--- config.mk ---
export PLATFORM = sky130hd
export DESIGN_NAME = hex_display
export DESIGN_NICKNAME = d
export VERILOG_FILES = /design/src/image_pkg.sv /design/src/hex_display.sv
export VERILOG_INCLUDE_DIRS = /design/src
export SDC_FILE = /design/constraint.sdc
export NUM_CORES = 1
export LEC_CHECK = 0
export ABC_CLOCK_PERIOD_IN_PS = 1600
export BUFFER_PORTS_ARGS = -buffer_cell sky130_fd_sc_hd__buf_2
export CORE_MARGIN = 10
export CORE_UTILIZATION = 56
export DETAILED_ROUTE_END_ITERATION = 8
export PLACE_DENSITY = 0.91
export SLEW_MARGIN = 20
export SYNTH_ARGS = -nofsm -noshare
export SYNTH_HDL_FRONTEND = slang
export SYNTH_SLANG_ARGS = --single-unit
--- constraint.sdc ---
create_clock -name vclk -period 1.6
set_clock_uncertainty 0.1 [all_clocks]
set_input_delay 0.08 -clock vclk [all_inputs]
set_output_delay 0.08 -clock vclk [all_outputs]
set_load 0.02 [all_outputs]
--- src/image_consts.svh ---
`ifndef IMAGE_CONSTS_SVH
`define IMAGE_CONSTS_SVH

////////////////////
// Memory geometry
////////////////////

// Number of line memories
`define IMG_BANK_COUNT 8

// Words per line memory, one per pixel column
`define IMG_BANK_DEPTH 480

////////////////////
// Field widths
////////////////////

// Word address inside one bank
`define IMG_ADDR_W 9

// Bank index as carried in the host header
`define IMG_BANK_W 8

// One pixel, two of them per stored word
`define IMG_PIXEL_W 9

`endif
--- src/image_pkg.sv ---
`default_nettype none

`include "image_consts.svh"

package image_pkg;

	////////////////////
	// Phases
	////////////////////

	// Reset, load, verify, done in strict order
	typedef enum logic [1:0] {
		PH_RESET  = 2'd0,
		PH_LOAD   = 2'd1,
		PH_VERIFY = 2'd2,
		PH_DONE   = 2'd3
	} phase_e;

	////////////////////
	// Host word
	////////////////////

	// Header view, opens a block or ends loading
	typedef struct packed {
		logic                   last;
		logic [4:0]             pad;
		logic [`IMG_ADDR_W-1:0] count;
		logic [`IMG_BANK_W-1:0] bank;
		logic [`IMG_ADDR_W-1:0] addr;
	} host_hdr_t;

	// Data view, second row in the high half
	typedef struct packed {
		logic [31-2*`IMG_PIXEL_W:0] pad;
		logic [`IMG_PIXEL_W-1:0]    row1;
		logic [`IMG_PIXEL_W-1:0]    row0;
	} host_data_t;

	// Same 32 bits, meaning set by stream position
	typedef union packed {
		host_hdr_t  hdr;
		host_data_t data;
	} host_word_u;

	////////////////////
	// Bank access
	////////////////////

	typedef struct packed {
		logic [`IMG_BANK_W-1:0]    bank;
		logic [`IMG_ADDR_W-1:0]    addr;
		logic [2*`IMG_PIXEL_W-1:0] wdata;
		logic                      we;
	} bank_port_t;

	// Phase flags plus readback valid, shown on the LEDs
	typedef struct packed {
		logic load;
		logic verify;
		logic done;
		logic rd_val;
	} seq_status_t;

	// Active-low segments, digit 0 in the low slot
	typedef logic [3:0][6:0] hex_digits_t;

endpackage

`default_nettype wire

--- src/hex_display.sv ---
`timescale 1ns/1ps
`default_nettype none

module hex_display (
	input  wire logic [15:0]       loaded_count,
	output image_pkg::hex_digits_t hex
);

	// Segments gfedcba, low means lit
	function automatic logic [6:0] seg7(input logic [3:0] nib);
		case (nib)
			4'h0: seg7 = 7'b1000000;
			4'h1: seg7 = 7'b1111001;
			4'h2: seg7 = 7'b0100100;
			4'h3: seg7 = 7'b0110000;
			4'h4: seg7 = 7'b0011001;
			4'h5: seg7 = 7'b0010010;
			4'h6: seg7 = 7'b0000010;
			4'h7: seg7 = 7'b1111000;
			4'h8: seg7 = 7'b0000000;
			4'h9: seg7 = 7'b0010000;
			4'ha: seg7 = 7'b0001000;
			4'hb: seg7 = 7'b0000011;
			4'hc: seg7 = 7'b1000110;
			4'hd: seg7 = 7'b0100001;
			4'he: seg7 = 7'b0000110;
			default: seg7 = 7'b0001110;
		endcase
	endfunction

	////////////////////
	// One digit per nibble
	////////////////////

	always_comb begin
		for (int i = 0; i < 4; i++) begin
			hex[i] = seg7(loaded_count[4*i +: 4]);
		end
	end

endmodule

`default_nettype wire

---- Yosys cells after proc, flatten, opt, wreduce, memory -nomap -nowiden ----
Memories as Yosys holds them, arrays and structs flattened.
Index checks and enable logic that the tools add are counted.
W data, S select, Z words.
word-level totals
  register bits after elaboration ......... 0
  ROM bits ................................ 448
  bits of input ports ..................... 16
  output and inout bits ................... 28
  logic and storage cells ................. 4
  memories kept ........................... 4
memory list
  name              depth  width  read ports  clocked after Yosys merged registers in  wr ports  RTL line           text
  (name not given)  16     7      1           0                                        0         hex_display.sv:11  case (nib)
  (name not given)  16     7      1           0                                        0         hex_display.sv:11
  (name not given)  16     7      1           0                                        0         hex_display.sv:11
  (name not given)  16     7      1           0                                        0         hex_display.sv:11

---- Logic depth before layout (Yosys ltp) ----
An unclocked memory read counts as a cell.
  word-level depth ........................ 1
  depth in mapped cells ................... 5
  gate-level depth less buffers ........... 5

---- Least setup slack after synthesis ----
Ideal clock, no wire load.
  path type ............................... input to output
  start point ............................. input loaded_count[1]
  end point ............................... output hex[0] (netlist name)
  arrival ................................. 1.159 ns
  data required time ...................... 1.420 ns
  setup slack ............................. 0.261 ns
  stages on the path ...................... 5
  buffers on the path ..................... 0
  path through ............................ inv_1 > ha_1 > and2b_2 > or3b_1 > o21ai_0
RTL lines
  element          RTL line          text
  start, declared  hex_display.sv:5  input wire logic [15:0] loaded_count,
  end, declared    hex_display.sv:6  output image_pkg::hex_digits_t hex

==> results.cfg <==
[timing]
final-hold-violation-count = 0
maxSlewHeadroom_pct = 81.4
setup_ws_ns = 0.0984
worst_pin_slew_ns = 0.278
setup_tns_ns = 0
slew_violations = 0
fmax_mhz = 666
fin_crit_ns = 1.50
rsz0062_at_grt = false
period_share_pct = 93.8
final-setup-viol-count = 0

[finish]
antenna_cells = 0
area_delta_synth_final_pct = 18.7
instances_no_fill = 186
fill_cells = 146
nClkBuffers = 0
regArea_um2 = 0
nets = 207
drive_gt1_share_pct = 39.1
flops_and_latches = 0

[grt]
grt_use_total_pct = 11.4
overflow = 0
grt_max_degree = 14
grt_first_pass_wirelength_um = 4320
grt_pass1_vias = 1007
antenna_found_initial = 0

[floorplanning]
dieArea_um2 = 4140
core_um2 = 1800
start_util_pct = 61.0
ioPinCount = 44
die_h_um = 64.3
die_w_um = 64.3
rows = 15

[synthesis]
seq_area_frac_synth_pct = 0
yosysMostFrequentCell = ha_1
syn_avg_cell_area_um2 = 8.87
syn_area_um2 = 1100
synth_common_cells = 28 x ha_1, 14 x mux2i_1, 13 x nor2_1
synthCells = 124
synth_top_area_share_pct = 31.9
yosys_warnings = 0
synth_area_leader_cell = ha_1
synth.area.top_cells = ha_1 32%, mux2i_1 13%, mux4_1 7.2%, mux2_2 6.1%, nor2_1 4.4%
ys_types = 22
syn_nets = 168

[worst_setup_path]
worstSetupStartpoint = loaded_count[5]
cp-endpoint = hex[7]
end_kind = output port
critical_path_arrival_ns = 1.32
critPathRequiredTime_ns = 1.42
path_depth = 7
crit_buf_inv = 3
cp-start-kind = input pin
max_stage_delay_ns = 0.36
critPathMaxFanout = 5
crit_chain = buf_2 -> inv_2 -> ha_1 -> and2b_2 -> or3b_1 -> o21ai_0 -> buf_4
path_class = input pin to output port
crit_family = simple AND/OR/NAND/NOR gates
cp_slowest_cell = or3b_1

[detailed_routing]
viasPerCell = 5.46
vias = 1016
wl_um = 2510
dr.pass1.iters = 4
wl_per_cell_um = 13.5
drc = 0
antenna_left = 0
drt_iter0_drc = 29

[placed_design]
place_inst = 186
portBuffers = 44
gp_congestion = 0.792
dp_hpwl_um = 2090
post-place-ws_ns = 0.0183

[run]
maxCapViolCount = 0

[power]
leakagePower_nw = 0.748
ir_drop_mv = 0.207
power.density_nw_per_um2 = 309

[clock_network]
hold_buffers = 0

[outcome]
status = complete, no violations

[min_path]
hold_class = input pin to output port
per-stage QoR:
stage	utilization (%)	hold slack (ns)	power (W)	instance area [um2]
after CTS	71.9	0.479	0.000403	1290
after detailed placement	71.9	0.478	0.000402	1290
after floorplan	-	0.255	0.000284	1100
after global routing	72.4	0.510	0.000447	1310
after global placement	71.9	0.467	0.000388	1290
final	72.4	0.479	0.000403	1310
logic make-up (layout without fill, tap and decap cells):
kind of cell    Yosys count  count (layout)  share of synthesized area, %
compound gates           24              24                          16.5
fa+ha+maj                28              28                          31.9
buf+inv                  20              57                          9.90
mux                      24              24                          28.1
simple gates             28              28                          13.7
report_power, final:
group          switching, W  total, W  internal, W
Clock                     0         0            0
Combinational      0.000237  0.000403     0.000166
Sequential                0         0            0
Total              0.000237  0.000403     0.000166
metal layers:
layer  track usage (%)  wire (um)  up-vias
met2              21.9       1230       32
li1                  -          -      522
met5                 0          0        -
met1              13.2       1110      462
met3              2.26        171        0
met4                 0          0        0
layout by cell type (no fill, tap or decap), drive strengths merged:
| cell | count |
|---|---|
| nand2 | 4 |
| o31ai | 3 |
| ha | 28 |
| a32o | 4 |
| nand2b | 3 |
| a21oi | 2 |
| a22o | 7 |
| nor2 | 13 |
| mux4 | 4 |
| o21ai | 5 |
| nor2b | 1 |
| and2b | 3 |
| or3b | 4 |
| buf | 45 |
| mux2i | 14 |
| mux2 | 6 |
| o22ai | 3 |
| inv | 12 |
worst min path at each step:
stage / cells after the start / start / end / slack [ns]
detailed placement: 3 / loaded_count[2] / hex[5] / 0.48
floorplan: 3 / loaded_count[13] / hex[27] / 0.26
CTS: 3 / loaded_count[2] / hex[5] / 0.48
finish: 3 / loaded_count[2] / hex[5] / 0.48
global placement: 3 / loaded_count[2] / hex[5] / 0.47
global route: 3 / loaded_count[10] / hex[19] / 0.51
worst min-delay path: cells and delay by family:
kind                   cells  cell delay [ns]
buffers and inverters      2             0.33
AOI/OAI and AO/OA          1             0.08
timing repair:
action / in CTS / in global routing
gates resized for setup: 0 / 7
endpoints found under the setup margin: 0 / 3
buffers inserted: 0 / 0
layout make-up:
cell class / instances / area (um2) / area share, %
multi-input combinational: 104 / 996 / 76.3
timing repair buffer: 45 / 233 / 17.8
inverter: 12 / 45.0 / 3.45
tap: 25 / 31.3 / 2.40
(Power assumes the default switching activity.)
