<file path="src/image_consts.svh">
`ifndef IMAGE_CONSTS_SVH
`define IMAGE_CONSTS_SVH

////////////////////
// Memory geometry
////////////////////

// Number of line memories
`define IMG_BANK_COUNT 8

// Words per line memory, one per pixel column
`define IMG_BANK_DEPTH 480

////////////////////
// Field widths
////////////////////

// Word address inside one bank
`define IMG_ADDR_W 9

// Bank index as carried in the host header
`define IMG_BANK_W 8

// One pixel, two of them per stored word
`define IMG_PIXEL_W 9

`endif
</file>
<file path="src/image_pkg.sv">
`default_nettype none

`include "image_consts.svh"

package image_pkg;

	////////////////////
	// Phases
	////////////////////

	// Reset, load, verify, done in strict order
	typedef enum logic [1:0] {
		PH_RESET  = 2'd0,
		PH_LOAD   = 2'd1,
		PH_VERIFY = 2'd2,
		PH_DONE   = 2'd3
	} phase_e;

	////////////////////
	// Host word
	////////////////////

	// Header view, opens a block or ends loading
	typedef struct packed {
		logic                   last;
		logic [4:0]             pad;
		logic [`IMG_ADDR_W-1:0] count;
		logic [`IMG_BANK_W-1:0] bank;
		logic [`IMG_ADDR_W-1:0] addr;
	} host_hdr_t;

	// Data view, second row in the high half
	typedef struct packed {
		logic [31-2*`IMG_PIXEL_W:0] pad;
		logic [`IMG_PIXEL_W-1:0]    row1;
		logic [`IMG_PIXEL_W-1:0]    row0;
	} host_data_t;

	// Same 32 bits, meaning set by stream position
	typedef union packed {
		host_hdr_t  hdr;
		host_data_t data;
	} host_word_u;

	////////////////////
	// Bank access
	////////////////////

	typedef struct packed {
		logic [`IMG_BANK_W-1:0]    bank;
		logic [`IMG_ADDR_W-1:0]    addr;
		logic [2*`IMG_PIXEL_W-1:0] wdata;
		logic                      we;
	} bank_port_t;

	// Phase flags plus readback valid, shown on the LEDs
	typedef struct packed {
		logic load;
		logic verify;
		logic done;
		logic rd_val;
	} seq_status_t;

	// Active-low segments, digit 0 in the low slot
	typedef logic [3:0][6:0] hex_digits_t;

endpackage

`default_nettype wire

</file>
<file path="src/readback_unit.sv">
`timescale 1ns/1ps
`default_nettype none

`include "image_consts.svh"

module readback_unit (
	input  wire logic                     CLOCK_50,
	input  wire logic                     reset,
	input  wire logic                     verify_start,
	input  wire logic [`IMG_ADDR_W-1:0]   verify_count,
	input  wire logic [2*`IMG_PIXEL_W-1:0] rdata,
	input  wire logic                     host_ack,
	output image_pkg::bank_port_t         port,
	output logic                          fpga_val,
	output image_pkg::host_word_u         fpga_data,
	output logic                          verify_done
);

	// Idle, wait for read, show word, finished
	typedef enum logic [1:0] {
		RB_IDLE,
		RB_WAIT,
		RB_SHOW,
		RB_FIN
	} rb_state_e;

	rb_state_e state;
	logic [`IMG_BANK_W-1:0] bank_q;
	logic [`IMG_ADDR_W-1:0] addr_q;
	logic last_addr;
	logic last_bank;

	assign last_addr = (addr_q == verify_count - 1'b1);
	assign last_bank = (bank_q == `IMG_BANK_W'(`IMG_BANK_COUNT - 1));

	////////////////////
	// Host side
	////////////////////

	// Address held while shown, so the word stays stable
	assign fpga_val = (state == RB_SHOW);

	always_comb begin
		fpga_data.data.pad  = '0;
		fpga_data.data.row1 = rdata[2*`IMG_PIXEL_W-1:`IMG_PIXEL_W];
		fpga_data.data.row0 = rdata[`IMG_PIXEL_W-1:0];
	end

	// Read only
	always_comb begin
		port.bank  = bank_q;
		port.addr  = addr_q;
		port.wdata = '0;
		port.we    = 1'b0;
	end

	////////////////////
	// Walk banks, then addresses
	////////////////////

	always_ff @(posedge CLOCK_50) begin
		verify_done <= 1'b0;
		if (reset) begin
			state  <= RB_IDLE;
			bank_q <= '0;
			addr_q <= '0;
		end else begin
			case (state)
				RB_IDLE: begin
					if (verify_start) begin
						bank_q <= '0;
						addr_q <= '0;
						if (verify_count == '0) begin
							// Nothing to read back
							verify_done <= 1'b1;
							state       <= RB_FIN;
						end else begin
							state <= RB_WAIT;
						end
					end
				end
				// One cycle of read latency
				RB_WAIT: state <= RB_SHOW;
				RB_SHOW: begin
					if (host_ack) begin
						if (!last_addr) begin
							addr_q <= addr_q + 1'b1;
							state  <= RB_WAIT;
						end else if (!last_bank) begin
							bank_q <= bank_q + 1'b1;
							addr_q <= '0;
							state  <= RB_WAIT;
						end else begin
							verify_done <= 1'b1;
							state       <= RB_FIN;
						end
					end
				end
				default: state <= RB_FIN;
			endcase
		end
	end

endmodule

`default_nettype wire

</file>
<file path="config.mk">
export PLATFORM = sky130hd
export DESIGN_NAME = readback_unit
export DESIGN_NICKNAME = d
export VERILOG_FILES = /design/src/image_pkg.sv /design/src/readback_unit.sv
export VERILOG_INCLUDE_DIRS = /design/src
export SDC_FILE = /design/constraint.sdc
export NUM_CORES = 1
export LEC_CHECK = 0
export BUFFER_PORTS_ARGS = -buffer_cell sky130_fd_sc_hd__buf_2
export CORE_AREA = 2 2 72 60
export DETAILED_ROUTE_END_ITERATION = 16
export DIE_AREA = 0 0 74 62
export PLACE_DENSITY = 0.92
export SYNTH_ARGS = -nofsm -noshare
export SYNTH_HDL_FRONTEND = slang
export SYNTH_SLANG_ARGS = --single-unit
</file>
<file path="constraint.sdc">
create_clock -name CLOCK_50 -period 5.18 [get_ports CLOCK_50]
set_clock_uncertainty 0.1 [all_clocks]
set_input_delay 0.518 -clock CLOCK_50 [delete_from_list [all_inputs] [get_ports CLOCK_50]]
set_output_delay 0.518 -clock CLOCK_50 [all_outputs]
set_load 0.01 [all_outputs]
</file>
# Word-level counts from Yosys, hierarchy flattened
# Cells that the tools add are included.
[totals]
ff_bits = 20
inputBits = 31
out_inout_bits = 70
[op_classes]
addsub = 3
n_eq_ne = 9
n_mux = 22
reduce_logical = 6
[op_table]
columns = ["op", "count"]
rows = [
  ["9-bit 2-to-1 mux", 4],
  ["8-bit 2-to-1 mux", 4],
  ["9-bit case mux with 2 select lines", 1],
  ["8-bit case mux with 2 select lines", 1],
  ["2-bit 2-to-1 mux", 5],
  ["9-bit by 1-bit adder with 9-bit output, second input constant", 1],
  ["9-bit equality test", 1],
  ["9-bit logical NOT", 1],
  ["9-bit by 1-bit subtractor with 9-bit output, second input constant", 1],
  ["8-bit by 1-bit adder with 8-bit output, second input constant", 1],
  ["8-bit by 3-bit equality test with 1-bit output, second input constant", 1],
  ["2-bit != test, second input constant", 3],
  ["2-bit case mux with 3 select lines", 1],
  ["1-bit 2-to-1 mux", 5],
  ["5-bit AND reduction", 1],
  ["4-bit AND reduction", 1],
  ["3-bit != test, second input constant", 1],
  ["2-bit by 1-bit equality test with 1-bit output, second input constant", 1],
  ["2-bit equality test, second input constant", 1],
  ["2-bit logical NOT", 1],
  ["2-bit by 1-bit != test with 1-bit output, second input constant", 1],
  ["1-bit case mux with 2 select lines", 1],
  ["2-bit AND reduction", 1],
  ["2-bit nonzero test", 1],
]

# Longest topological paths before layout
[depth]
ltp_word = 5
mapped_depth = 10
mapped_depth_nobuf = 9

# Worst setup path after synthesis
# No wires, ideal clock.
[synth_timing]
path_type = "in2reg"
startpoint = "input verify_count[0]"
endpoint = "register bank_q[5]"
setup_time_ps = 70
arrival_ps = 2714
t_required_ps = 5010
setup_slack_ps = 2296
path_stages = 9
cell_sequence = "inv_1 -> ha_1 -> nor2b_1 -> or3_1 -> a31o_2 -> a2111oi_4 -> a31oi_2 -> or4_1 -> a21oi_1"
[synth_via]
elab_chain_len = 4
[synth_rtl]
columns = ["element", "line_no", "source"]
rows = [
  ["start, declared", "readback_unit.sv:10", "input wire logic [`IMG_ADDR_W-1:0] verify_count,"],
  ["9-bit by 1-bit subtractor with 9-bit output", "readback_unit.sv:33", "assign last_addr = (addr_q == verify_count - 1'b1);"],
  ["9-bit equality test", "readback_unit.sv:33", ""],
  ["2-bit by 1-bit != test with 1-bit output (no line)", "n/a", ""],
  ["5-bit AND reduction (no line)", "n/a", ""],
  ["end signal, assigned", "readback_unit.sv:90", "bank_q <= bank_q + 1'b1;"],
  ["end, declared", "readback_unit.sv:28", "logic [`IMG_BANK_W-1:0] bank_q;"],
]
# No other way between the ends.
# A chain may end at the register's enable or synchronous reset.

# Final worst setup path
# Same ends and word-level chain as after synthesis.

==> out/results.txt <==
The number of H-tree branching levels came out at 1. The design internal power came out at 0.228 mW. For this run, asynchronously set or reset flops after synthesis account for 0%. The detailed router finished its first iteration with 153 violations. STA puts the critical path data required time at 5.28 ns. The routed design could run at a clock period as short as 3.08 ns. Across every metal layer, demand over resource in global routing totals 14.4%.

The area of the core came out at 0.00397 mm². The worst setup path is captured at a register. The max-slew violation total from the final report was 0; the post-route fraction of the period consumed by the critical path was 59.5%.

For hold timing, the worst endpoint is state[1]$_SDFFE_PP0P_. Of the total power, registers draw 49.7%. Headroom to the max-slew limit came out at 59.5%.

The XOR/XNOR share of the synthesized area is 8.81%, and the final hold violation count is 0. Wires add up to 3330 µm. After clock tree synthesis, the repair step resized 0 gates.

The number of antenna violations at the first check in global routing came out at 0. The layout has 378 filler cells. The startpoint of the tightest hold check path is reset. For the final routed database, the setup TNS stands at 0 ns. The die is 62 µm tall. Traced cell by cell, the critical path runs through buf_2, inv_1, ha_1, nor2b_1, or3_1, a31o_2, a2111oi_4, a31oi_2, or4_1, a21oi_1.

The logs give 42.0% for the final standard cell utilization of the core and 3.18 ns for the arrival time at the worst endpoint. Summing the areas of all compound-gate instances in the mapped netlist gives 14.1% of the synthesized area. The HPWL after detailed placement is 2480 µm. The area share of and/or/nand/nor cells after synthesis was 23.7%. Yosys mapped a number of flops with a built-in enable equal to 0. The global route total overflow was 0. For the iteration count of the initial detailed-routing pass, the log shows 4. By area, the combinational part of the netlist is dominated by buffers and inverters. The average via count per standard cell works out to 5.01. The worst setup path is launched from a primary input.

The clock drives 20 sinks. The area of the die is 0.00459 mm². Setup violations remaining at the end of the flow were counted as 0. In the final design database the tool counted 259 nets.

During I/O placement, the number of pins put on the boundary was 101. The tools report the DRC violation count after routing as 0. In this run the clock root is driven by a sky130_fd_sc_hd__clkbuf_8.

Clock-pin slew was measured on the worst setup and hold paths at 0.07 ns. The leading cell type in the layout, fill and taps excluded is sky130_fd_sc_hd__conb_1. Cell with the biggest individual delay on the critical path: sky130_fd_sc_hd__or4_1. TritonCTS built the clock tree.

The number of maximum-capacitance constraint violations is 0. The measured slew at the worst slew-check pin came out at 0.606 ns. Buffers inserted to repair hold after CTS numbered 0. The first global-routing pass estimated 5120 µm of wire. The power per unit of standard cell area is 196 mW/mm².

Counting instances, the worst hold path has a depth of 2. The class of the most critical hold timing path is in2reg. In this run, the clock network consumes 32.0% of the power. Summed over all nets, the switching power comes to 0.0990 mW.

The run finished with clean final reports. The endpoint of the lowest-slack register-to-register path was bank_q[5]$_SDFFE_PP0P_. The congestion estimate from routability-driven global placement came to 0.830.

The tools report the Yosys warning count as 0. The reg-to-reg startpoint is addr_q[3]$_SDFFE_PP0P_. The synthesized netlist cell count came out at 213. Part of the power in combinational logic: 18.3%. The tools report the maximum VDD drop as 0.0808 mV. In this run, CTS created clock tree buffers numbering 3. Clock latency on the worst-skew pair, taken at its later pin, is 0.26 ns. In the layout the commonest cells are 33 x sky130_fd_sc_hd__conb_1, 31 x sky130_fd_sc_hd__buf_2, 20 x sky130_fd_sc_hd__dfxtp_1. The largest single stage delay on the critical path is 0.56 ns. Entering global routing, the biggest net connects 14 pins. Setup repair after global routing left no endpoint under its margin.

The portion of synthesized area spent on multiplexers is 1.19%. The area growth from synthesis to layout is -1.26%. In this run the static leakage power is 0.733 nW. During placement, the flow inserted port buffers numbering 31. The finished cells cover 0.00167 mm². In this run the mean area of a mapped cell was 7.93 µm².

In this run the remaining antenna-violating nets after routing total 0. The number of standard-cell rows in the floorplan is 21, and the adder-cell share of the synthesized area is 2.22%. The number of global-route vias before repair is 1,138, and the sequential share of the synthesized area is 23.7%.

After detailed placement, the total cell area comes to 0.00163 mm². The post-synthesis register bit count was 20. Based on the critical path, the design can be clocked at up to 0.324 GHz.

In this run the register-to-register setup slack is 2.52 ns. The die outline width came out at 74 µm. In this run, distinct cell masters in the synthesized netlist total 43. The most common flop cell mapped by yosys is sky130_fd_sc_hd__dfxtp_1. The share of total power consumed by net switching was 30.3%. Dividing the detail-routed wire length by the instance count gives 11.9 µm.

The number of buffers inserted by post-CTS setup repair was 0. The total inserted antenna cells is 0. Path type of the worst setup path: in2reg. Worst-case reg-to-reg path depth: 7. In the final layout, the share of cells above drive strength 1 is 18.8%. The total via count in the routed design is 1,403, and the post-synthesis instance area is 0.00169 mm². Counting along the longest clock path gives a buffer depth of 2. The maximum fanout along the worst path is 13. For this configuration, the core starts out at a cell density of 42.6%.
==> metrics by stage <==
| stage | instances | hold WS [ns] | total power [mW] | worst slack [ns] |
|---|---|---|---|---|
| after floorplan | 245 | 0.414 | 0.241 | 2.30 |
| after global placement | 277 | 0.391 | 0.222 | 1.94 |
| after detailed placement | 277 | 0.397 | 0.224 | 1.84 |
| after CTS | 280 | 0.372 | 0.327 | 2.10 |
| after global routing | 280 | 0.382 | 0.341 | 1.94 |
| final | 280 | 0.371 | 0.326 | 2.10 |
==> critical path, delay by kind of cell <==
kind	cells	cell delay, ns
AOI/OAI and AO/OA	4	1.15
and+or+nand+nor	3	1.06
adders and majority gates	1	0.28
buffers and inverters	2	0.17
==> state kept, by name, indices dropped and copies added, names as in the netlist <==
register     flops
addr_q           9
bank_q           8
verify_done      1
state            2
==> synth_stat cells (4+ instances only) <==
| master | instances | area share [%] |
|---|---|---|
| sky130_fd_sc_hd__nand4_1 | 8 | 3.0 |
| sky130_fd_sc_hd__nor3_1 | 6 | 1.8 |
| sky130_fd_sc_hd__xnor2_1 | 4 | 2.1 |
| sky130_fd_sc_hd__or3_1 | 7 | 2.6 |
| sky130_fd_sc_hd__a21oi_1 | 9 | 2.7 |
| sky130_fd_sc_hd__inv_1 | 8 | 1.8 |
| sky130_fd_sc_hd__and3_1 | 4 | 1.5 |
| sky130_fd_sc_hd__nor2_1 | 17 | 3.8 |
| sky130_fd_sc_hd__buf_4 | 51 | 23 |
| sky130_fd_sc_hd__nand3_1 | 5 | 1.5 |
| sky130_fd_sc_hd__xor2_1 | 13 | 6.7 |
| sky130_fd_sc_hd__a31oi_1 | 4 | 1.5 |
| sky130_fd_sc_hd__o21ai_0 | 10 | 3.0 |
| sky130_fd_sc_hd__dfxtp_1 | 20 | 24 |
| sky130_fd_sc_hd__nand2_1 | 7 | 1.6 |
==> cell type report <==
class / count / area (µm²) / share of cell area [%]
Multi-Input combinational cell: 161 / 970 / 58.1
Sequential cell: 20 / 400 / 24.0
Timing Repair Buffer: 31 / 155 / 9.30
Tap cell: 57 / 71.3 / 4.28
Inverter: 8 / 30.0 / 1.80
Clock buffer: 3 / 41.3 / 2.48
==> layer usage <==
metal	share of wire [%]	global-route usage (%)	vias to the layer above	routed length, µm
met4	2.1	8.31	0	70
met1	43	18.9	648	1420
li1	-	-	677	-
met5	0	0	-	0
met2	47	22.4	70	1570
met3	8.3	2.58	8	277
==> how the worst max path moves through the flow <==
stage / from / slack, ns / end
2_1_floorplan: verify_count[0] / 2.30 / bank_q[5]$_SDFFE_PP0P_
3_3_place_gp: verify_count[0] / 1.94 / bank_q[5]$_SDFFE_PP0P_
5_1_grt: verify_count[2] / 1.94 / bank_q[5]$_SDFFE_PP0P_
4_1_cts: verify_count[0] / 2.10 / bank_q[5]$_SDFFE_PP0P_
3_5_place_dp: verify_count[0] / 1.84 / bank_q[5]$_SDFFE_PP0P_
6_report: verify_count[0] / 2.10 / bank_q[5]$_SDFFE_PP0P_
==> power groups by stage <==
stage	sequential (mW)	clock [mW]	combinational, mW
floorplan	0.164	0	0.0768
global placement	0.166	0	0.0559
detailed placement	0.166	0	0.0579
CTS	0.162	0.106	0.0587
global route	0.163	0.111	0.0673
finish	0.162	0.104	0.0597
==> cells by family after synthesis <==
logic type,Yosys count
and+or+nand+nor,72
other,1
muxes,2
DFF,20
adders and majority gates,3
AOI/OAI and AO/OA,34
buffers and inverters,64
xor gates and xnor gates,17
Power figures use the tool's default switching activity.
