## src/image_consts.svh

```systemverilog
`ifndef IMAGE_CONSTS_SVH
`define IMAGE_CONSTS_SVH

////////////////////
// Memory geometry
////////////////////

// Number of line memories
`define IMG_BANK_COUNT 8

// Words per line memory, one per pixel column
`define IMG_BANK_DEPTH 480

////////////////////
// Field widths
////////////////////

// Word address inside one bank
`define IMG_ADDR_W 9

// Bank index as carried in the host header
`define IMG_BANK_W 8

// One pixel, two of them per stored word
`define IMG_PIXEL_W 9

`endif
```

## src/image_pkg.sv

```systemverilog
`default_nettype none

`include "image_consts.svh"

package image_pkg;

	////////////////////
	// Phases
	////////////////////

	// Reset, load, verify, done in strict order
	typedef enum logic [1:0] {
		PH_RESET  = 2'd0,
		PH_LOAD   = 2'd1,
		PH_VERIFY = 2'd2,
		PH_DONE   = 2'd3
	} phase_e;

	////////////////////
	// Host word
	////////////////////

	// Header view, opens a block or ends loading
	typedef struct packed {
		logic                   last;
		logic [4:0]             pad;
		logic [`IMG_ADDR_W-1:0] count;
		logic [`IMG_BANK_W-1:0] bank;
		logic [`IMG_ADDR_W-1:0] addr;
	} host_hdr_t;

	// Data view, second row in the high half
	typedef struct packed {
		logic [31-2*`IMG_PIXEL_W:0] pad;
		logic [`IMG_PIXEL_W-1:0]    row1;
		logic [`IMG_PIXEL_W-1:0]    row0;
	} host_data_t;

	// Same 32 bits, meaning set by stream position
	typedef union packed {
		host_hdr_t  hdr;
		host_data_t data;
	} host_word_u;

	////////////////////
	// Bank access
	////////////////////

	typedef struct packed {
		logic [`IMG_BANK_W-1:0]    bank;
		logic [`IMG_ADDR_W-1:0]    addr;
		logic [2*`IMG_PIXEL_W-1:0] wdata;
		logic                      we;
	} bank_port_t;

	// Phase flags plus readback valid, shown on the LEDs
	typedef struct packed {
		logic load;
		logic verify;
		logic done;
		logic rd_val;
	} seq_status_t;

	// Active-low segments, digit 0 in the low slot
	typedef logic [3:0][6:0] hex_digits_t;

endpackage

`default_nettype wire

```

## src/load_unit.sv

```systemverilog
`timescale 1ns/1ps
`default_nettype none

`include "image_consts.svh"

module load_unit (
	input  wire logic                  CLOCK_50,
	input  wire logic                  reset,
	input  wire logic                  host_val,
	input  wire image_pkg::host_word_u host_data,
	output image_pkg::bank_port_t      port,
	output logic                       load_done,
	output logic [`IMG_ADDR_W-1:0]     verify_count,
	output logic [15:0]                loaded_count
);

	// Next host word is a header
	logic expect_hdr;
	// Last header seen and rest of the stream ignored
	logic load_fin;
	// Current block
	logic [`IMG_BANK_W-1:0] bank_q;
	// One extra bit so a long block cannot wrap into range
	logic [`IMG_ADDR_W:0] addr_q;
	logic [`IMG_ADDR_W-1:0] remaining;
	// Data word lands inside the memory
	logic in_range;
	logic take_data;

	assign in_range = (bank_q < `IMG_BANK_COUNT) && (addr_q < `IMG_BANK_DEPTH);
	assign take_data = host_val && !expect_hdr && !load_fin;

	////////////////////
	// Bank write
	////////////////////

	// Write on the sampling edge itself
	always_comb begin
		port.bank  = bank_q;
		port.addr  = addr_q[`IMG_ADDR_W-1:0];
		port.wdata = {host_data.data.row1, host_data.data.row0};
		port.we    = take_data && in_range;
	end

	////////////////////
	// Stream decode
	////////////////////

	always_ff @(posedge CLOCK_50) begin
		load_done <= 1'b0;
		if (reset) begin
			expect_hdr   <= 1'b1;
			load_fin     <= 1'b0;
			verify_count <= '0;
			loaded_count <= '0;
		end else if (host_val && !load_fin) begin
			if (expect_hdr) begin
				if (host_data.hdr.last) begin
					// Closing header carries the readback length
					load_fin     <= 1'b1;
					load_done    <= 1'b1;
					verify_count <= host_data.hdr.count;
				end else begin
					// Empty block stays on headers
					expect_hdr <= (host_data.hdr.count == '0);
				end
			end else begin
				// Dropped words are not tallied
				if (in_range) begin
					loaded_count <= loaded_count + 16'd1;
				end
				if (remaining == `IMG_ADDR_W'(1)) begin
					expect_hdr <= 1'b1;
				end
			end
		end
	end

	// Block position taken from each header
	always_ff @(posedge CLOCK_50) begin
		if (host_val && !load_fin) begin
			if (expect_hdr) begin
				bank_q    <= host_data.hdr.bank;
				addr_q    <= {1'b0, host_data.hdr.addr};
				remaining <= host_data.hdr.count;
			end else begin
				addr_q    <= addr_q + 1'b1;
				remaining <= remaining - 1'b1;
			end
		end
	end

endmodule

`default_nettype wire

```

## config.mk

```make
export PLATFORM = sky130hd
export DESIGN_NAME = load_unit
export DESIGN_NICKNAME = d
export VERILOG_FILES = /design/src/image_pkg.sv /design/src/load_unit.sv
export VERILOG_INCLUDE_DIRS = /design/src
export SDC_FILE = /design/constraint.sdc
export NUM_CORES = 1
export LEC_CHECK = 0
export BUFFER_PORTS_ARGS = -buffer_cell sky130_fd_sc_hd__buf_2
export CAP_MARGIN = 30
export CORE_UTILIZATION = 40
export DETAILED_ROUTE_END_ITERATION = 7
export GPL_ROUTABILITY_DRIVEN = 0
export PLACE_DENSITY = 0.67
export SLEW_MARGIN = 10
export SYNTH_ARGS = -nofsm -noshare
export SYNTH_HDL_FRONTEND = slang
export SYNTH_SLANG_ARGS = --single-unit
```

## constraint.sdc

```tcl
create_clock -name CLOCK_50 -period 3.4 [get_ports CLOCK_50]
set_input_delay 0.34 -clock CLOCK_50 [delete_from_list [all_inputs] [get_ports CLOCK_50]]
set_output_delay 0.34 -clock CLOCK_50 [all_outputs]
set_load 0.1 [all_outputs]
```

* Word level (Yosys, flattened, before mapping)
Cells that the tools add are included.
Storage, ports and cells: register bits 55, bits of input ports 35, output and inout port bits 62, logic and storage cells 35
Operators by class: add/subtract/negate cells 3, $lt $le $gt $ge 2, equality and inequality tests 1, multiplexer cells 6, bitwise gates (word level) 2, reduce and logical (&&, ||, !) cells 12
Operator list (number):
- $mux W9 | 2
- $add A16 B1 Y16 const B | 1
- $add A10 B1 Y10 const B | 1
- $lt A10 B9 Y1 const B | 1
- $eq A9 B1 Y1 const B | 1
- $logic_not A9 Y1 | 1
- $sub A9 B1 Y9 const B | 1
- $lt A8 B4 Y1 const B | 1
- $reduce_and A3 Y1 | 2
- $logic_and A1 B1 Y1 | 5
- $mux W1 | 4
- $reduce_or A3 Y1 | 1
- $logic_not A1 Y1 | 2
- $not A1 Y1 | 2
- $reduce_and A2 Y1 | 1

* Logic depth before layout (Yosys ltp)
Gate-level depths: netlist of the first run.
depth in word-level cells 4, depth in mapped cells 7, gate-level depth less buffers 5

* Worst setup path before layout of the first run
No wires, ideal clock.
path type reg-to-output, from register bank_q[5], to output port[0] (netlist bit), arrival 2.291 ns, data required time 3.060 ns, slack 0.769 ns, stages on the path, launching flop included 6, path buffers 2, path through edfxtp_1 nor4_1 nand4_1 buf_2 clkbuf_1 inv_1
RTL lines:
- from (decl) | line load_unit.sv:22 | logic [`IMG_BANK_W-1:0] bank_q;
- from (signal assigned) | line load_unit.sv:83 | bank_q <= host_data.hdr.bank;
- to (decl) | line load_unit.sv:11 | output image_pkg::bank_port_t port,

==> impl_metrics.env, run 1 <==
export IMPL_dp_hpwl_um=4110
export IMPL_power_total_mw=1.62
export IMPL_synth_xor_area_share=0.0486
export IMPL_clock_skew_ns=0.0104
export IMPL_synth_top_family_by_area="simple AND/OR/NAND/NOR gates"
export IMPL_dr_first_iter_drc_count=121
export IMPL_cts_resized=0
export IMPL_routed_wirelength_um=5670
export IMPL_grt_overflow=0
export IMPL_power_leakage_nw=1.32
export IMPL_core_area_sq_um=6420
export IMPL_drtAntennaViolNets=0
export IMPL_hold_violations=0
export IMPL_synthSimpleGateAreaFrac=0.188
export IMPL_first_global_vias=1867
export IMPL_drive_above_1_share=0.298
export IMPL_crit_path_end_kind="primary output"
export IMPL_synth_warnings=0
export IMPL_yosysUniqueCellTypes=33
export IMPL_synth_ff_type="dfxtp_1"
export IMPL_busiest_layer="met2"
export IMPL_power_density_nw_per_um2=512
export IMPL_fill_cells=619
export IMPL_clockRootBuffer="clkbuf_8"
export IMPL_worstMarginPinSlew_ns=0.500
export IMPL_synth_area_top_cells="edfxtp_1, dfxtp_1, buf_4, nand2_1, a21oi_1"
export IMPL_min_period_ns=2.26
export IMPL_hold_class="in2reg"
export IMPL_cts_hold_buf=0
export IMPL_dieArea_sq_um=7100
export IMPL_worst_setup_path_start_kind="register"
export IMPL_path_max_fanout=31
export IMPL_required_ns=3.06
export IMPL_die_w_um=84.2
export IMPL_ys_top_cells_by_count="nand2_1, dfxtp_1, buf_4, edfxtp_1, a21oi_1"
export IMPL_hold_path_end="bank_q[0]"
export IMPL_synth_mux_area_frac=0.0116
export IMPL_cts_sinks=55
export IMPL_reg2reg_from="load_fin"
export IMPL_first_pass_iters=6
export IMPL_max_freq_ghz=0.442
export IMPL_wl_per_cell_um=13.3
export IMPL_r2r_end="loaded_count[10]"
export IMPL_fin_hold_ws_ns=0.212
export IMPL_start_util=0.421
export IMPL_path_cells="nor2b_2 > buf_4 > nand4_1 > buf_4 > inv_1 > buf_2"
export IMPL_syn_area_sq_um=2710
export IMPL_grt_met3_usage=0.0472
export IMPL_violations="DRC"
export IMPL_period_share=0.666
export IMPL_nets=387
export IMPL_worstSetupPathType="reg2out"
export IMPL_yosysTopAreaCell="edfxtp_1"
export IMPL_yosys_area_top_type_share=0.300
export IMPL_io_pin_count=97
export IMPL_crit_slowest_cell="buf_2"
export IMPL_num_vias=2181
export IMPL_syn_num_nets=325
export IMPL_drt_vias_per_instance=5.12
export IMPL_max_slew_margin=0.666
export IMPL_die_h_um=84.2
export IMPL_synthAdderAreaFrac=0.0185
export IMPL_grt_first_pass_wirelength_um=9130
export IMPL_final_util=0.492
export IMPL_rows=29
export IMPL_grt_max_degree=40
export IMPL_synth_edf_count=27
export IMPL_syn_to_final_growth_pct=16.7
export IMPL_groute_usage_overall=0.159
export IMPL_antenna_found_initial=0
export IMPL_setup_violations_final=0
export IMPL_worstHoldStart="host_data[9]"
export IMPL_worstPathArrival_ns=1.92
export IMPL_tns_ns=0
export IMPL_min_path_cells=1
export IMPL_r2r_setup_slack_ns=1.54
export IMPL_diodes=0
export IMPL_report_final_slew_viol_count=0
export IMPL_post_cts_buffers=0
export IMPL_cts_max_level=2
export IMPL_ys_seq_area_frac=0.507
export IMPL_syn_area_per_cell_sq_um=9.46
export IMPL_ys_ff_latch=55
export IMPL_synth_compound_area_frac=0.124
export IMPL_drc=12
export IMPL_status="finished with violations"
export IMPL_synth_most_common_cell="nand2_1"
export IMPL_clock_latency_ns=0.31
export IMPL_grt_use_met1=0.209
export IMPL_syn_inst=286
export IMPL_rsz0062_at_grt="false"
export IMPL_io_buffers=91
export IMPL_clock_path_buffers=2
export IMPL_slowest_delay_ns=0.41
export IMPL_cp_common_cell="buf_4"
export IMPL_async_flop_share=0
export IMPL_grtUsageMet2=0.262
export IMPL_path_clk_slew_ns=0.10
export IMPL_maxCapViolCount=0
export IMPL_r2r_cells=6
export IMPL_numCtsBuffers=5
export IMPL_ir_drop_uv=157
export IMPL_cts_tree="built"
==> sequential cells by signal, indices dropped and copies added, names as in the netlist <==
name          count
addr_q           10
loaded_count     16
load_fin          1
expect_hdr        1
remaining         9
bank_q            8
verify_count      9
load_done         1
==> per-layer routing <==
layer  routed length [um]  share of wire
met1                 2590           0.46
met2                 2720           0.48
met3                  359          0.063
met4                    0              0
met5                    0              0
==> where the power goes <==
| part | leakage, nW | total [mW] | switching [mW] | internal, mW |
|---|---|---|---|---|
| Combinational | 0.767 | 0.396 | 0.326 | 0.0699 |
| Clock | 0.0651 | 0.454 | 0.219 | 0.235 |
| Sequential | 0.488 | 0.767 | 0.0275 | 0.740 |
==> metrics by stage <==
step	setup WS (ns)	instance area, sq um	cells
after detailed placement	1.33	3030	418
after global routing	0.994	3160	426
after global placement	1.33	3030	418
after floorplan	0.769	2710	286
after CTS	1.11	3160	426
final	1.14	3160	426
==> cell type report <==
cell class	instances	area [sq um]	share of cell area
Timing Repair Buffer	94	478	0.151
Multi-Input combinational cell	185	1060	0.336
Inverter	7	26.3	0.00832
Clock inverter	1	6.26	0.00198
Clock buffer	7	119	0.0377
Sequential cell	55	1370	0.434
Tap cell	77	96.3	0.0305
==> worst max-delay path: cells and delay by family (launching register included) <==
kind	cells	cell delay (ns)
buffers and inverters	4	1.02
DFF	1	0.33
and+or+nand+nor	2	0.26
==> cells by family (layout without fill, tap and decap cells) <==
| group | count (synthesis) | after routing |
|---|---|---|
| buffers and inverters | 46 | 109 |
| adders and majority gates | 4 | 4 |
| xor gates and xnor gates | 15 | 15 |
| muxes | 3 | 3 |
| AOI/OAI and AO/OA | 59 | 59 |
| DFF | 55 | 55 |
| and+or+nand+nor | 104 | 104 |
==> worst max-delay path by stage <==
stage	startpoint	end	slack, ns	depth (start not counted)
final	load_fin	port[0]	1.14	6
after global routing	load_fin	port[0]	0.99	6
after CTS	load_fin	port[0]	1.11	6
after detailed placement	host_val	port[0]	1.33	7
after global placement	host_val	port[0]	1.33	7
after floorplan	bank_q[5]	port[0]	0.77	5
==> cell usage in the layout, fill, tap and decap left out, drive strengths merged, types with 2 or more instances in the layout <==
cell / netlist / routed
buf: 31 / 94
nor2: 12 / 12
mux2i: 2 / 2
inv: 7 / 8
nand4: 6 / 6
o21ai: 19 / 19
and3: 4 / 4
nand3: 10 / 10
or4: 12 / 12
dfxtp: 28 / 28
or3: 3 / 3
xnor2: 9 / 9
nor4: 4 / 4
edfxtp: 27 / 27
o31ai: 12 / 12
a21oi: 24 / 24
nor3: 5 / 5
clkbuf: 8 / 7
ha: 4 / 4
nand2: 45 / 45
xor2: 6 / 6
(Power assumes the default switching activity.)
==> run 2, diff against run 1 <==
clock period = 2.3 ns   (was 3.4 ns; I/O delays follow)
==> run 2 against run 1 <==
Critical path type unchanged; first-iteration DRC count decreased by 0.83%; global-route usage grew 0.091 points; the run still ends with DRC left; core utilization decreased by 0.27 points; flip-flop and latch count is the same; hold slack got worse by 0.11 ns; clock skew decreased by 0.0039 ns.
==> impl_metrics.env, run 2 (synthesized netlist as in run 1, its figures left out) <==
export IMPL_status="finished with violations"
export IMPL_violations="DRC"
export IMPL_required_ns=2.07
export IMPL_min_period_ns=1.92
export IMPL_fin_hold_ws_ns=0.104
export IMPL_worstSetupPathType="reg2out"
export IMPL_final_util=0.489
export IMPL_first_pass_iters=6
export IMPL_power_leakage_nw=1.29
export IMPL_period_share=0.833
export IMPL_cts_max_level=2
export IMPL_clock_path_buffers=2
export IMPL_grtUsageMet2=0.259
export IMPL_syn_to_final_growth_pct=16.0
export IMPL_largest_register="loaded_count"
export IMPL_groute_usage_overall=0.160
export IMPL_grt_use_met1=0.209
export IMPL_crit_path_end_kind="primary output"
export IMPL_worstMarginPinSlew_ns=0.509
export IMPL_layout_cells_non_filler=426
export IMPL_dr_first_iter_drc_count=120
export IMPL_die_h_um=84.2
export IMPL_setup_violations_final=0
export IMPL_r2r_cells=5
export IMPL_endpoint="port[0]"
export IMPL_antenna_found_initial=0
export IMPL_die_w_um=84.2
export IMPL_nets=387
export IMPL_clock_latency_ns=0.31
export IMPL_placed_area_sq_um=3050
export IMPL_core_area_sq_um=6420
export IMPL_startpoint="addr_q[5]"
export IMPL_io_pin_count=97
export IMPL_reg_top3="loaded_count x16, addr_q x10"
export IMPL_grt_overflow=0
export IMPL_num_vias=2208
export IMPL_rows=29
export IMPL_drc=12
export IMPL_tns_ns=0
export IMPL_drtAntennaViolNets=0
export IMPL_mostFrequentLayoutCells="buf_2, nand2_1, dfxtp_1"
export IMPL_cts_resized=0
export IMPL_worstPathArrival_ns=1.69
export IMPL_path_clk_slew_ns=0.10
export IMPL_diodes=0
export IMPL_first_global_vias=1991
export IMPL_path_max_fanout=31
export IMPL_dieArea_sq_um=7100
export IMPL_hold_violations=0
export IMPL_report_final_slew_viol_count=0
export IMPL_r2r_setup_slack_ns=0.48
export IMPL_drt_vias_per_instance=5.18
export IMPL_busiest_layer="met2"
export IMPL_post_cts_buffers=0
export IMPL_r2r_end="loaded_count[13]"
export IMPL_hold_class="in2reg"
export IMPL_dp_hpwl_um=4080
export IMPL_dpl_cell_count=418
export IMPL_final_common_cell="buf_2"
export IMPL_fin_ws_ns=0.384
export IMPL_wl_per_cell_um=13.3
export IMPL_cts_hold_buf=0
export IMPL_rsz0062_at_grt="false"
export IMPL_grt_max_degree=40
export IMPL_reg2reg_from="addr_q[9]"
export IMPL_drive_above_1_share=0.298
export IMPL_numCtsBuffers=5
export IMPL_max_freq_ghz=0.522
export IMPL_grt_met3_usage=0.0452
export IMPL_worst_setup_path_start_kind="register"
export IMPL_worstHoldStart="host_data[11]"
export IMPL_start_util=0.421
export IMPL_power_total_mw=2.25
export IMPL_largest_register_ffs=16
export IMPL_ir_drop_uv=253
export IMPL_max_slew_margin=0.661
export IMPL_final_area_sq_um=3140
export IMPL_cts_sinks=55
export IMPL_grt_first_pass_wirelength_um=9150
export IMPL_clockRootBuffer="clkbuf_8"
export IMPL_io_buffers=91
export IMPL_cts_tree="built"
export IMPL_place_ws_ns=0.480
export IMPL_power_density_nw_per_um2=717
export IMPL_routed_wirelength_um=5670
export IMPL_clock_skew_ns=0.00650
export IMPL_maxCapViolCount=0
[run 2: changes by cell type in the layout (fill, tap and decap cells not counted), sizes merged]
cell,delta
clkinvlp,+2
clkbuf,-2
inv,-2
clkinv,+2
[run 2: cell type report]
cell class	count	area (sq um)
clock buffer	5	68.8
tap	77	96.3
inverter	7	30.0
multi-input combinational	185	1060
clock inverter	3	20.0
sequential	55	1370
fill	654	3280
timing repair buffer	94	493
[run 2: worst min-delay path by stage]
stage	endpoint	slack, ns	cells past startpoint
2_1_floorplan	bank_q[0]	0.33	0
3_3_place_gp	bank_q[2]	0.42	1
3_5_place_dp	bank_q[2]	0.42	1
4_1_cts	bank_q[2]	0.09	1
5_1_grt	bank_q[2]	0.08	1
6_report	bank_q[2]	0.10	1
[run 2: worst max-delay path, stage by stage, from the launching register on]
cell	delay, ns
edfxtp_1	0.45
nand4_1	0.16
nand4_1	0.11
buf_4	0.30
clkinvlp_4	0.17
buf_12	0.18
[run 2: power by group]
| group | total [mW] | internal (mW) | leakage, nW | switching (mW) |
|---|---|---|---|---|
| combinational | 0.585 | 0.103 | 0.759 | 0.481 |
| clock | 0.532 | 0.213 | 0.0418 | 0.319 |
| sequential | 1.13 | 1.09 | 0.488 | 0.0410 |
[run 2: metal layers]
layer	vias up	part of all wire
met3	7	0.056
met1	1022	0.46
met4	0	0.013
li1	1125	-
met2	54	0.47
met5	-	0
